<file path="src/include/exec_assert.svh">
`ifndef EXEC_ASSERT_SVH
`define EXEC_ASSERT_SVH

// Labelled concurrent check on the rising edge
// Disabled while reset is high, reports through $error
`define EXEC_ASSERT(label, clk, rst, prop, msg) \
	label: assert property (@(posedge clk) disable iff (rst) prop) \
		else $error("%m: %s", msg);

`endif

</file>
<file path="src/verilog/exec_pkg.sv">
`default_nettype none

package exec_pkg;

	////////////////////////////////////////////////////////////
	// Datapath geometry
	////////////////////////////////////////////////////////////

	localparam int DATA_W = 32;
	localparam int REG_N  = 16;
	localparam int REG_AW = 4;

	// Multiply length in shift-add iterations
	localparam int MUL_CYCLES = 32;
	localparam int MUL_CNT_W  = $clog2(MUL_CYCLES);

	// Shift amount comes from the low bits of operand B
	localparam int SHAMT_W = 5;

	typedef logic [DATA_W-1:0] word_t;
	typedef logic [REG_AW-1:0] reg_addr_t;

	// Opcodes on the issue port
	typedef enum logic [2:0] {
		OP_ADD = 3'd0,
		OP_SUB = 3'd1,
		OP_AND = 3'd2,
		OP_OR  = 3'd3,
		OP_XOR = 3'd4,
		OP_SLL = 3'd5,
		OP_SRL = 3'd6,
		OP_MUL = 3'd7
	} opcode_t;

	// Operand source, SEL_IMM only valid for B
	typedef enum logic [1:0] {
		SEL_RF      = 2'd0,
		SEL_IMM     = 2'd1,
		SEL_EX_FORW = 2'd2,
		SEL_WB_FORW = 2'd3
	} sel_t;

	typedef enum logic [1:0] {
		FRZ_RUN    = 2'd0,
		FRZ_MUL    = 2'd1,
		FRZ_FINISH = 2'd2
	} frz_state_t;

endpackage

`default_nettype wire

</file>
<file path="src/verilog/exec_alu.sv">
`timescale 1ns/1ps
`default_nettype none

module exec_alu (
	input  wire exec_pkg::opcode_t op,
	input  wire exec_pkg::word_t   operand_a,
	input  wire exec_pkg::word_t   operand_b,
	output exec_pkg::word_t        result
);

	import exec_pkg::*;

	// Shift amount from the low bits of B
	logic [SHAMT_W-1:0] shamt;

	assign shamt = operand_b[SHAMT_W-1:0];

	always_comb begin
		case (op)
			OP_ADD:  result = operand_a + operand_b;
			OP_SUB:  result = operand_a - operand_b;
			OP_AND:  result = operand_a & operand_b;
			OP_OR:   result = operand_a | operand_b;
			OP_XOR:  result = operand_a ^ operand_b;
			// Logical shifts only
			OP_SLL:  result = operand_a << shamt;
			OP_SRL:  result = operand_a >> shamt;
			// Product comes from the multiplier
			default: result = '0;
		endcase
	end

endmodule

`default_nettype wire

</file>
<file path="src/verilog/exec_freeze_ctrl.sv">
`timescale 1ns/1ps
`default_nettype none

`include "exec_assert.svh"

module exec_freeze_ctrl (
	input  wire                    clk,
	input  wire                    reset,
	input  wire                    ex_valid,
	input  wire exec_pkg::opcode_t ex_op,
	input  wire                    mul_done,
	output logic                   id_freeze,
	output logic                   ex_freeze,
	output logic                   mul_start
);

	import exec_pkg::*;

	frz_state_t state;
	frz_state_t state_nxt;

	always_ff @(posedge clk) begin
		if (reset) begin
			state <= FRZ_RUN;
		end else begin
			state <= state_nxt;
		end
	end

	always_comb begin
		state_nxt = state;
		case (state)
			FRZ_RUN:    if (mul_start) state_nxt = FRZ_MUL;
			FRZ_MUL:    if (mul_done) state_nxt = FRZ_FINISH;
			// One cycle for EX to hand the product to WB
			FRZ_FINISH: state_nxt = FRZ_RUN;
			default:    state_nxt = FRZ_RUN;
		endcase
	end

	// Freeze from the first cycle the multiply sits in EX
	assign mul_start = state == FRZ_RUN && ex_valid && ex_op == OP_MUL;
	assign ex_freeze = mul_start || state == FRZ_MUL;
	assign id_freeze = ex_freeze || state == FRZ_FINISH;

	`EXEC_ASSERT(a_ex_implies_id, clk, reset, ex_freeze |-> id_freeze,
		"EX frozen while ID runs")
	`EXEC_ASSERT(a_done_in_mul, clk, reset, mul_done |-> state == FRZ_MUL,
		"multiplier done outside the multiply state")

endmodule

`default_nettype wire

</file>
<file path="src/verilog/exec_fwd_ctrl.sv">
`timescale 1ns/1ps
`default_nettype none

module exec_fwd_ctrl (
	input  wire                      clk,
	input  wire                      reset,
	input  wire                      id_freeze,
	input  wire                      ex_freeze,
	input  wire                      in_valid,
	input  wire exec_pkg::reg_addr_t in_rd,
	input  wire exec_pkg::reg_addr_t in_ra,
	input  wire exec_pkg::reg_addr_t in_rb,
	input  wire                      in_use_imm,
	output exec_pkg::sel_t           sel_a,
	output exec_pkg::sel_t           sel_b,
	output logic                     ex_valid,
	output exec_pkg::reg_addr_t      ex_rd,
	output logic                     wb_valid,
	output exec_pkg::reg_addr_t      wb_rd
);

	import exec_pkg::*;

	// Instruction taken from the issue port this cycle
	logic issue;

	assign issue = in_valid && !id_freeze;

	// Destination tag pipeline, moves with the operand registers
	always_ff @(posedge clk) begin
		if (reset) begin
			ex_valid <= 1'b0;
			ex_rd    <= '0;
			wb_valid <= 1'b0;
			wb_rd    <= '0;
		end else if (!ex_freeze) begin
			ex_valid <= issue;
			ex_rd    <= in_rd;
			wb_valid <= ex_valid;
			wb_rd    <= ex_rd;
		end else begin
			// EX held, WB empties so nothing writes twice
			wb_valid <= 1'b0;
		end
	end

	// Source lookup, EX beats WB and r0 stays on the register file
	function automatic sel_t fwd_src(input reg_addr_t src);
		sel_t sel;
		sel = SEL_RF;
		if (src != '0 && ex_valid && ex_rd == src) begin
			sel = SEL_EX_FORW;
		end else if (src != '0 && wb_valid && wb_rd == src) begin
			sel = SEL_WB_FORW;
		end
		return sel;
	endfunction

	assign sel_a = fwd_src(in_ra);
	assign sel_b = in_use_imm ? SEL_IMM : fwd_src(in_rb);

endmodule

`default_nettype wire

</file>
<file path="src/verilog/exec_mul.sv">
`timescale 1ns/1ps
`default_nettype none

`include "exec_assert.svh"

module exec_mul (
	input  wire                  clk,
	input  wire                  reset,
	input  wire                  start,
	input  wire exec_pkg::word_t operand_a,
	input  wire exec_pkg::word_t operand_b,
	output exec_pkg::word_t      product,
	output logic                 busy,
	output logic                 done
);

	import exec_pkg::*;

	logic [MUL_CNT_W-1:0] cnt;
	word_t mcand;
	word_t mplier;
	word_t acc;
	word_t addend;
	logic  last;

	// Partial product for the current multiplier bit
	assign addend = mplier[0] ? mcand : '0;
	assign last   = cnt == MUL_CNT_W'(MUL_CYCLES - 1);

	// Iteration control and accumulator
	always_ff @(posedge clk) begin
		if (reset) begin
			busy <= 1'b0;
			done <= 1'b0;
			cnt  <= '0;
			acc  <= '0;
		end else begin
			done <= 1'b0;
			if (start) begin
				busy <= 1'b1;
				cnt  <= '0;
				acc  <= '0;
			end else if (busy) begin
				cnt <= cnt + 1'b1;
				acc <= acc + addend;
				if (last) begin
					busy <= 1'b0;
					done <= 1'b1;
				end
			end
		end
	end

	// Shift registers, only the low 32 bits are kept
	always_ff @(posedge clk) begin
		if (start) begin
			mcand  <= operand_a;
			mplier <= operand_b;
		end else if (busy) begin
			mcand  <= mcand << 1;
			mplier <= mplier >> 1;
		end
	end

	// Holds until the next start
	assign product = acc;

	`EXEC_ASSERT(a_no_restart, clk, reset, start |-> !busy,
		"multiply started while one is running")

endmodule

`default_nettype wire

</file>
<file path="src/verilog/exec_operand_muxes.sv">
`timescale 1ns/1ps
`default_nettype none

`include "exec_assert.svh"

module exec_operand_muxes (
	input  wire                  clk,
	input  wire                  reset,
	input  wire                  id_freeze,
	input  wire                  ex_freeze,
	input  wire exec_pkg::word_t rf_dataa,
	input  wire exec_pkg::word_t rf_datab,
	input  wire exec_pkg::word_t ex_forw,
	input  wire exec_pkg::word_t wb_forw,
	input  wire exec_pkg::word_t simm,
	input  wire exec_pkg::sel_t  sel_a,
	input  wire exec_pkg::sel_t  sel_b,
	output exec_pkg::word_t      operand_a,
	output exec_pkg::word_t      operand_b
);

	import exec_pkg::*;

	word_t muxed_a;
	word_t muxed_b;

	// Index 0 is operand A, index 1 is operand B
	word_t muxed [2];
	word_t operand [2];
	logic  saved [2];

	////////////////////////////////////////////////////////////
	// Forwarding muxes
	////////////////////////////////////////////////////////////

	// A never takes the immediate
	always_comb begin
		case (sel_a)
			SEL_EX_FORW: muxed_a = ex_forw;
			SEL_WB_FORW: muxed_a = wb_forw;
			default:     muxed_a = rf_dataa;
		endcase
	end

	always_comb begin
		case (sel_b)
			SEL_IMM:     muxed_b = simm;
			SEL_EX_FORW: muxed_b = ex_forw;
			SEL_WB_FORW: muxed_b = wb_forw;
			default:     muxed_b = rf_datab;
		endcase
	end

	assign muxed[0] = muxed_a;
	assign muxed[1] = muxed_b;

	////////////////////////////////////////////////////////////
	// Operand registers
	////////////////////////////////////////////////////////////

	// ID frozen with EX running: capture once and keep it
	// Both freezes low: follow the mux and drop the saved flag
	for (genvar i = 0; i < 2; i++) begin : g_opreg
		always_ff @(posedge clk) begin
			if (reset) begin
				operand[i] <= '0;
				saved[i]   <= 1'b0;
			end else if (!ex_freeze) begin
				if (!id_freeze) begin
					operand[i] <= muxed[i];
					saved[i]   <= 1'b0;
				end else if (!saved[i]) begin
					operand[i] <= muxed[i];
					saved[i]   <= 1'b1;
				end
			end
		end
	end

	assign operand_a = operand[0];
	assign operand_b = operand[1];

	`EXEC_ASSERT(a_opa_follows_mux, clk, reset,
		(!id_freeze && !ex_freeze) |=> operand_a == $past(muxed_a),
		"operand A missed the mux choice while running")
	`EXEC_ASSERT(a_opb_follows_mux, clk, reset,
		(!id_freeze && !ex_freeze) |=> operand_b == $past(muxed_b),
		"operand B missed the mux choice while running")
	`EXEC_ASSERT(a_sel_a_no_imm, clk, reset, sel_a != SEL_IMM,
		"immediate selected for operand A")

endmodule

`default_nettype wire

</file>
<file path="src/verilog/exec_regfile.sv">
`timescale 1ns/1ps
`default_nettype none

`include "exec_assert.svh"

module exec_regfile (
	input  wire                  clk,
	input  wire                  reset,
	input  wire exec_pkg::reg_addr_t rd_addr_a,
	input  wire exec_pkg::reg_addr_t rd_addr_b,
	input  wire                  wr_en,
	input  wire exec_pkg::reg_addr_t wr_addr,
	input  wire exec_pkg::word_t wr_data,
	output exec_pkg::word_t      rd_data_a,
	output exec_pkg::word_t      rd_data_b
);

	import exec_pkg::*;

	// Flop based storage, entry 0 is never written
	word_t regs [REG_N];

	// Write lands at the edge, no write-through
	always_ff @(posedge clk) begin
		if (reset) begin
			for (int i = 0; i < REG_N; i++) begin
				regs[i] <= '0;
			end
		end else if (wr_en && wr_addr != '0) begin
			regs[wr_addr] <= wr_data;
		end
	end

	// Combinational reads, r0 reads zero
	assign rd_data_a = (rd_addr_a == '0) ? '0 : regs[rd_addr_a];
	assign rd_data_b = (rd_addr_b == '0) ? '0 : regs[rd_addr_b];

	`EXEC_ASSERT(a_wr_addr_known, clk, reset, wr_en |-> !$isunknown(wr_addr),
		"register file write to unknown address")

endmodule

`default_nettype wire

</file>
<file path="src/verilog/exec_top.sv">
`timescale 1ns/1ps
`default_nettype none

`include "exec_assert.svh"

module exec_top (
	input  wire                      clk,
	input  wire                      reset,
	input  wire                      in_valid,
	input  wire exec_pkg::opcode_t   in_op,
	input  wire exec_pkg::reg_addr_t in_rd,
	input  wire exec_pkg::reg_addr_t in_ra,
	input  wire exec_pkg::reg_addr_t in_rb,
	input  wire exec_pkg::word_t     in_imm,
	input  wire                      in_use_imm,
	output logic                     in_ready,
	output logic                     out_valid,
	output exec_pkg::reg_addr_t      out_rd,
	output exec_pkg::word_t          out_data
);

	import exec_pkg::*;

	word_t     rf_dataa;
	word_t     rf_datab;
	word_t     operand_a;
	word_t     operand_b;
	word_t     alu_result;
	word_t     mul_product;
	word_t     ex_forw;
	word_t     wb_forw;
	sel_t      sel_a;
	sel_t      sel_b;
	opcode_t   ex_op;
	reg_addr_t wb_rd;
	logic      ex_valid;
	logic      wb_valid;
	logic      id_freeze;
	logic      ex_freeze;
	logic      mul_start;
	logic      mul_busy;
	logic      mul_done;

	////////////////////////////////////////////////////////////
	// Stage registers
	////////////////////////////////////////////////////////////

	always_ff @(posedge clk) begin
		if (reset) begin
			ex_op   <= OP_ADD;
			wb_forw <= '0;
		end else if (!ex_freeze) begin
			ex_op   <= in_op;
			wb_forw <= ex_forw;
		end
	end

	// EX result, product is final once the multiplier is done
	assign ex_forw = (ex_op == OP_MUL) ? mul_product : alu_result;

	assign in_ready  = !id_freeze;
	assign out_valid = wb_valid;
	assign out_rd    = wb_rd;
	assign out_data  = wb_forw;

	exec_regfile u_regfile (
		.clk       (clk),
		.reset     (reset),
		.rd_addr_a (in_ra),
		.rd_addr_b (in_rb),
		.wr_en     (wb_valid),
		.wr_addr   (wb_rd),
		.wr_data   (wb_forw),
		.rd_data_a (rf_dataa),
		.rd_data_b (rf_datab)
	);

	exec_fwd_ctrl u_fwd_ctrl (
		.clk        (clk),
		.reset      (reset),
		.id_freeze  (id_freeze),
		.ex_freeze  (ex_freeze),
		.in_valid   (in_valid),
		.in_rd      (in_rd),
		.in_ra      (in_ra),
		.in_rb      (in_rb),
		.in_use_imm (in_use_imm),
		.sel_a      (sel_a),
		.sel_b      (sel_b),
		.ex_valid   (ex_valid),
		.ex_rd      (),
		.wb_valid   (wb_valid),
		.wb_rd      (wb_rd)
	);

	exec_operand_muxes u_operand_muxes (
		.clk       (clk),
		.reset     (reset),
		.id_freeze (id_freeze),
		.ex_freeze (ex_freeze),
		.rf_dataa  (rf_dataa),
		.rf_datab  (rf_datab),
		.ex_forw   (ex_forw),
		.wb_forw   (wb_forw),
		.simm      (in_imm),
		.sel_a     (sel_a),
		.sel_b     (sel_b),
		.operand_a (operand_a),
		.operand_b (operand_b)
	);

	exec_alu u_alu (
		.op        (ex_op),
		.operand_a (operand_a),
		.operand_b (operand_b),
		.result    (alu_result)
	);

	exec_mul u_mul (
		.clk       (clk),
		.reset     (reset),
		.start     (mul_start),
		.operand_a (operand_a),
		.operand_b (operand_b),
		.product   (mul_product),
		.busy      (mul_busy),
		.done      (mul_done)
	);

	exec_freeze_ctrl u_freeze_ctrl (
		.clk       (clk),
		.reset     (reset),
		.ex_valid  (ex_valid),
		.ex_op     (ex_op),
		.mul_done  (mul_done),
		.id_freeze (id_freeze),
		.ex_freeze (ex_freeze),
		.mul_start (mul_start)
	);

	// Whole pipeline stays frozen while the multiplier iterates
	`EXEC_ASSERT(a_busy_frozen, clk, reset, mul_busy |-> (id_freeze && ex_freeze),
		"pipeline moved during a multiply")

endmodule

`default_nettype wire
</file>
<file path="config.mk">
export PLATFORM = sky130hd
export DESIGN_NAME = exec_top
export DESIGN_NICKNAME = d
export VERILOG_FILES = /design/src/verilog/exec_pkg.sv /design/src/verilog/exec_alu.sv /design/src/verilog/exec_freeze_ctrl.sv /design/src/verilog/exec_fwd_ctrl.sv /design/src/verilog/exec_mul.sv /design/src/verilog/exec_operand_muxes.sv /design/src/verilog/exec_regfile.sv /design/src/verilog/exec_top.sv
export VERILOG_INCLUDE_DIRS = /design/src /design/src/include
export SDC_FILE = /design/constraint.sdc
export NUM_CORES = 2
export LEC_CHECK = 0
export BUFFER_PORTS_ARGS = -buffer_cell sky130_fd_sc_hd__buf_2
export CAP_MARGIN = 20
export CELL_PAD_IN_SITES_DETAIL_PLACEMENT = 2
export CELL_PAD_IN_SITES_GLOBAL_PLACEMENT = 2
export CORE_ASPECT_RATIO = 0.75
export CORE_MARGIN = 3
export CORE_UTILIZATION = 40
export DETAILED_ROUTE_END_ITERATION = 8
export HOLD_SLACK_MARGIN = 0.12
export PLACE_DENSITY = 0.77
export SLEW_MARGIN = 40
export SYNTH_ARGS = -nofsm -noshare
export SYNTH_HDL_FRONTEND = slang
export SYNTH_SLANG_ARGS = --single-unit
</file>
<file path="constraint.sdc">
create_clock -name clk -period 4.5 [get_ports clk]
set_input_delay 0.9 -clock clk [delete_from_list [all_inputs] [get_ports clk]]
set_output_delay 0.9 -clock clk [all_outputs]
set_load 0.02 [all_outputs]
</file>
==> results.yml <==
grt:
  track_usage: 0.338
  grt_pass1_vias: 40000
  antenna_found_initial: 12
  grt_max_degree: 131
  grt_remaining_overflow: 0
  grt_pass1_wl_um: 293000
finish:
  syn2layout_area_growth_pct: 14.4
  layout.nets: 4315
  drive_above_1_share: 0.219
  fillers: 11300
  regArea_um2: 21000
  multiInputGateArea_um2: 23900
die:
  start_util: 0.404
  std_cell_rows: 107
  ios: 89
  dieArea_um2: 119000
  die_h_um: 300
  core_area_um2: 114000
  die_w_um: 398
synth:
  syn_inst: 3986
  synthTopCellsByArea: "edfxtp_1 (42%), mux4_2 (15%), and2_1 (7.2%)"
  synth_top_area_frac: 0.419
  synth_edf_count: 642
  yosysWarnings: 0
  syn-cell-area_um2: 46000
  ys_types: 92
  ys_ff_latch: 728
  syn_avg_cell_area_um2: 11.6
  yosysMostFrequentCell: "edfxtp_1"
  synth_common_cells: "edfxtp_1 (642), and2_1 (527), mux4_2 (304)"
  synth-main-ff-cell: "edfxtp_1"
  synth_seq_area_share: 0.456
  ys_async_sr_fraction: 0
  synth.largest_area_cell: "edfxtp_1"
critical_path:
  crit_fanout: 5
  crit_chain: "inv_2 > ha_2 > nand3_2 > or4_4 > nor2_4 > a41oi_1 > xnor2_1 > ha_4 > nand2_2 > a211oi_2 > o211ai_1 > nand2_2 > a31oi_2 > buf_4 > o31a_1 > a32oi_1 > o311a_1 > o22ai_1"
  path_class: "flip-flop to flip-flop"
  cp_num_buf_inv: 2
  r2r_cells: 18
  setup.worst_path.end_class: "flip-flop"
  arrival_ps: 4820
  slowest_delay_ps: 530
  critPathLaunchType: "flip-flop"
  required_ps: 4900
  worstSetupPathDepth: 18
  cp_common_cell: "nand2_2"
  slowest_stage: "or4_4"
  cpLargestDelayFamily: "compound AO/OA/AOI/OAI gates"
timing:
  hold_viol: 0
  slew_headroom: 0.370
  min_period_ps: 4410
  grt_setup_unrepaired: "true"
  setup_viol: 0
  drv_slew: 0
  clock_skew_ps: 34.1
  max_freq_mhz: 227
  worst_pin_slew_ps: 935
  finalCritPeriodShare: 0.981
  worst_slack_ps: 85.6
  fin_setup_tns_ps: 0
clocking:
  postCtsHoldBufs: 0
  cts-root-buf: "clkbuf_16"
  cts_buffers: 80
  path_clk_slew_ps: 60
  h-tree-depth: 3
  cts_buffer_depth: 3
  clk_latency_ps: 700
  cts.sinks: 728
  cts_tree: "done"
pwr:
  p_per_area_nw_per_um2: 357
  leakagePower_nw: 19.5
  peakVddDrop_v: 0.000287
detailed_routing:
  wl_um: 204000
  wl_met3_um: 23200
  top_layer: "met5"
  first_iter_violations: 5201
  drc: 0
  detail_route.vias_per_cell: 6.67
  route.met2.wl_um: 88700
  wl_met1_um: 85600
  wl_per_cell_um: 35.7
  ant_nets: 0
  firstDrtPassIters: 5
  vias: 38200
placed_design:
  place_ws_ps: -109
  io_buffer_count: 88
  hpwlAfterDp_um: 144000
  place.gp.congestion: 0.976
run:
  drv_cap: 0
min_path:
  holdCritPathClass: "input port to flip-flop"
  worstHoldPathCells: 3
run_status:
  status: "finished, final reports clean"
routing by layer:
| metal | global-route usage | vias to the layer above |
|---|---|---|
| met5 | 0 | - |
| met3 | 0.0876 | 369 |
| met2 | 0.498 | 2316 |
| met4 | 0.0969 | 2 |
| li1 | - | 15300 |
| met1 | 0.489 | 20200 |
where the power goes:
group          switching (mW)  internal [mW]
clock                    3.03           3.54
sequential              0.433           7.63
combinational            2.60           1.57
cell families after synthesis:
logic type	Yosys count	share of synthesized area
muxes	473	0.186
AOI/OAI and AO/OA	826	0.119
adders and majority gates	132	0.0362
xor gates and xnor gates	84	0.0160
other	1	0.0000814
buffers and inverters	417	0.0390
and+or+nand+nor	1325	0.147
DFF	728	0.456
path summary, 6_finish.rpt:
| kind | from | end | slack (ps) |
|---|---|---|---|
| max | u_operand_muxes.operand[1][1] | u_operand_muxes.operand[1][26] | 90 |
| min | in_rd[2] | u_fwd_ctrl.ex_rd[2] | 470 |
| max reg2reg | u_operand_muxes.operand[1][1] | u_operand_muxes.operand[1][26] | 90 |
| min reg2reg | u_mul.product[31] | u_mul.product[31] | 490 |
worst register-to-register path: cells and delay by family (launching register included):
| kind | cells | cell delay [ps] |
|---|---|---|
| AOI/OAI and AO/OA | 8 | 1610 |
| and+or+nand+nor | 5 | 1120 |
| adders and majority gates | 2 | 540 |
| DFF | 1 | 420 |
| buffers and inverters | 2 | 250 |
| xor gates and xnor gates | 1 | 190 |
cell usage in the layout (no fill, tap or decap), types with 121 or more instances in the layout:
cell type | netlist | layout
ha_1 | 130 | 125
mux2i_1 | 151 | 151
a21oi_1 | 196 | 182
o21ai_0 | 203 | 187
and2_1 | 527 | 525
buf_4 | 23 | 234
nand2_1 | 291 | 287
nor2_1 | 291 | 272
a221oi_1 | 122 | 121
mux4_2 | 304 | 304
edfxtp_1 | 642 | 642
state kept, by name (all words and copies together), names as in the netlist, 5 cells and up:
signal,flops
u_mul.cnt,5
out_data,32
u_mul.mplier,32
u_mul.product,32
u_regfile.regs,512
u_operand_muxes.operand,64
u_mul.mcand,32
what timing repair did:
item | 4_1_cts | 5_1_grt
buffers inserted | 3 | 3
gates resized for setup | 8 | 48
pin swaps | 1 | 15
endpoints found under the setup margin | 23 | 44
layout make-up:
| class | instances | area share |
|---|---|---|
| Clock inverter | 38 | 0.00620 |
| Clock buffer | 106 | 0.0412 |
| Multi-Input combinational cell | 2872 | 0.454 |
| Tap cell | 1526 | 0.0362 |
| Inverter | 88 | 0.00627 |
| Sequential cell | 728 | 0.399 |
| Antenna cell | 4 | 0.000190 |
| Timing Repair Buffer | 362 | 0.0576 |
metrics by stage:
step	instance area [µm²]	util	instances	hold slack (ps)	total power, mW
after floorplan	46200	-	4017	443	10.3
after global placement	49700	0.436	5559	468	11.9
after detailed placement	49900	0.438	5569	485	12.1
after CTS	52500	0.460	5716	436	18.7
after global routing	52700	0.462	5721	464	19.3
final	52700	0.462	5724	471	18.8
No activity file was read; power rests on OpenSTA's default activity.
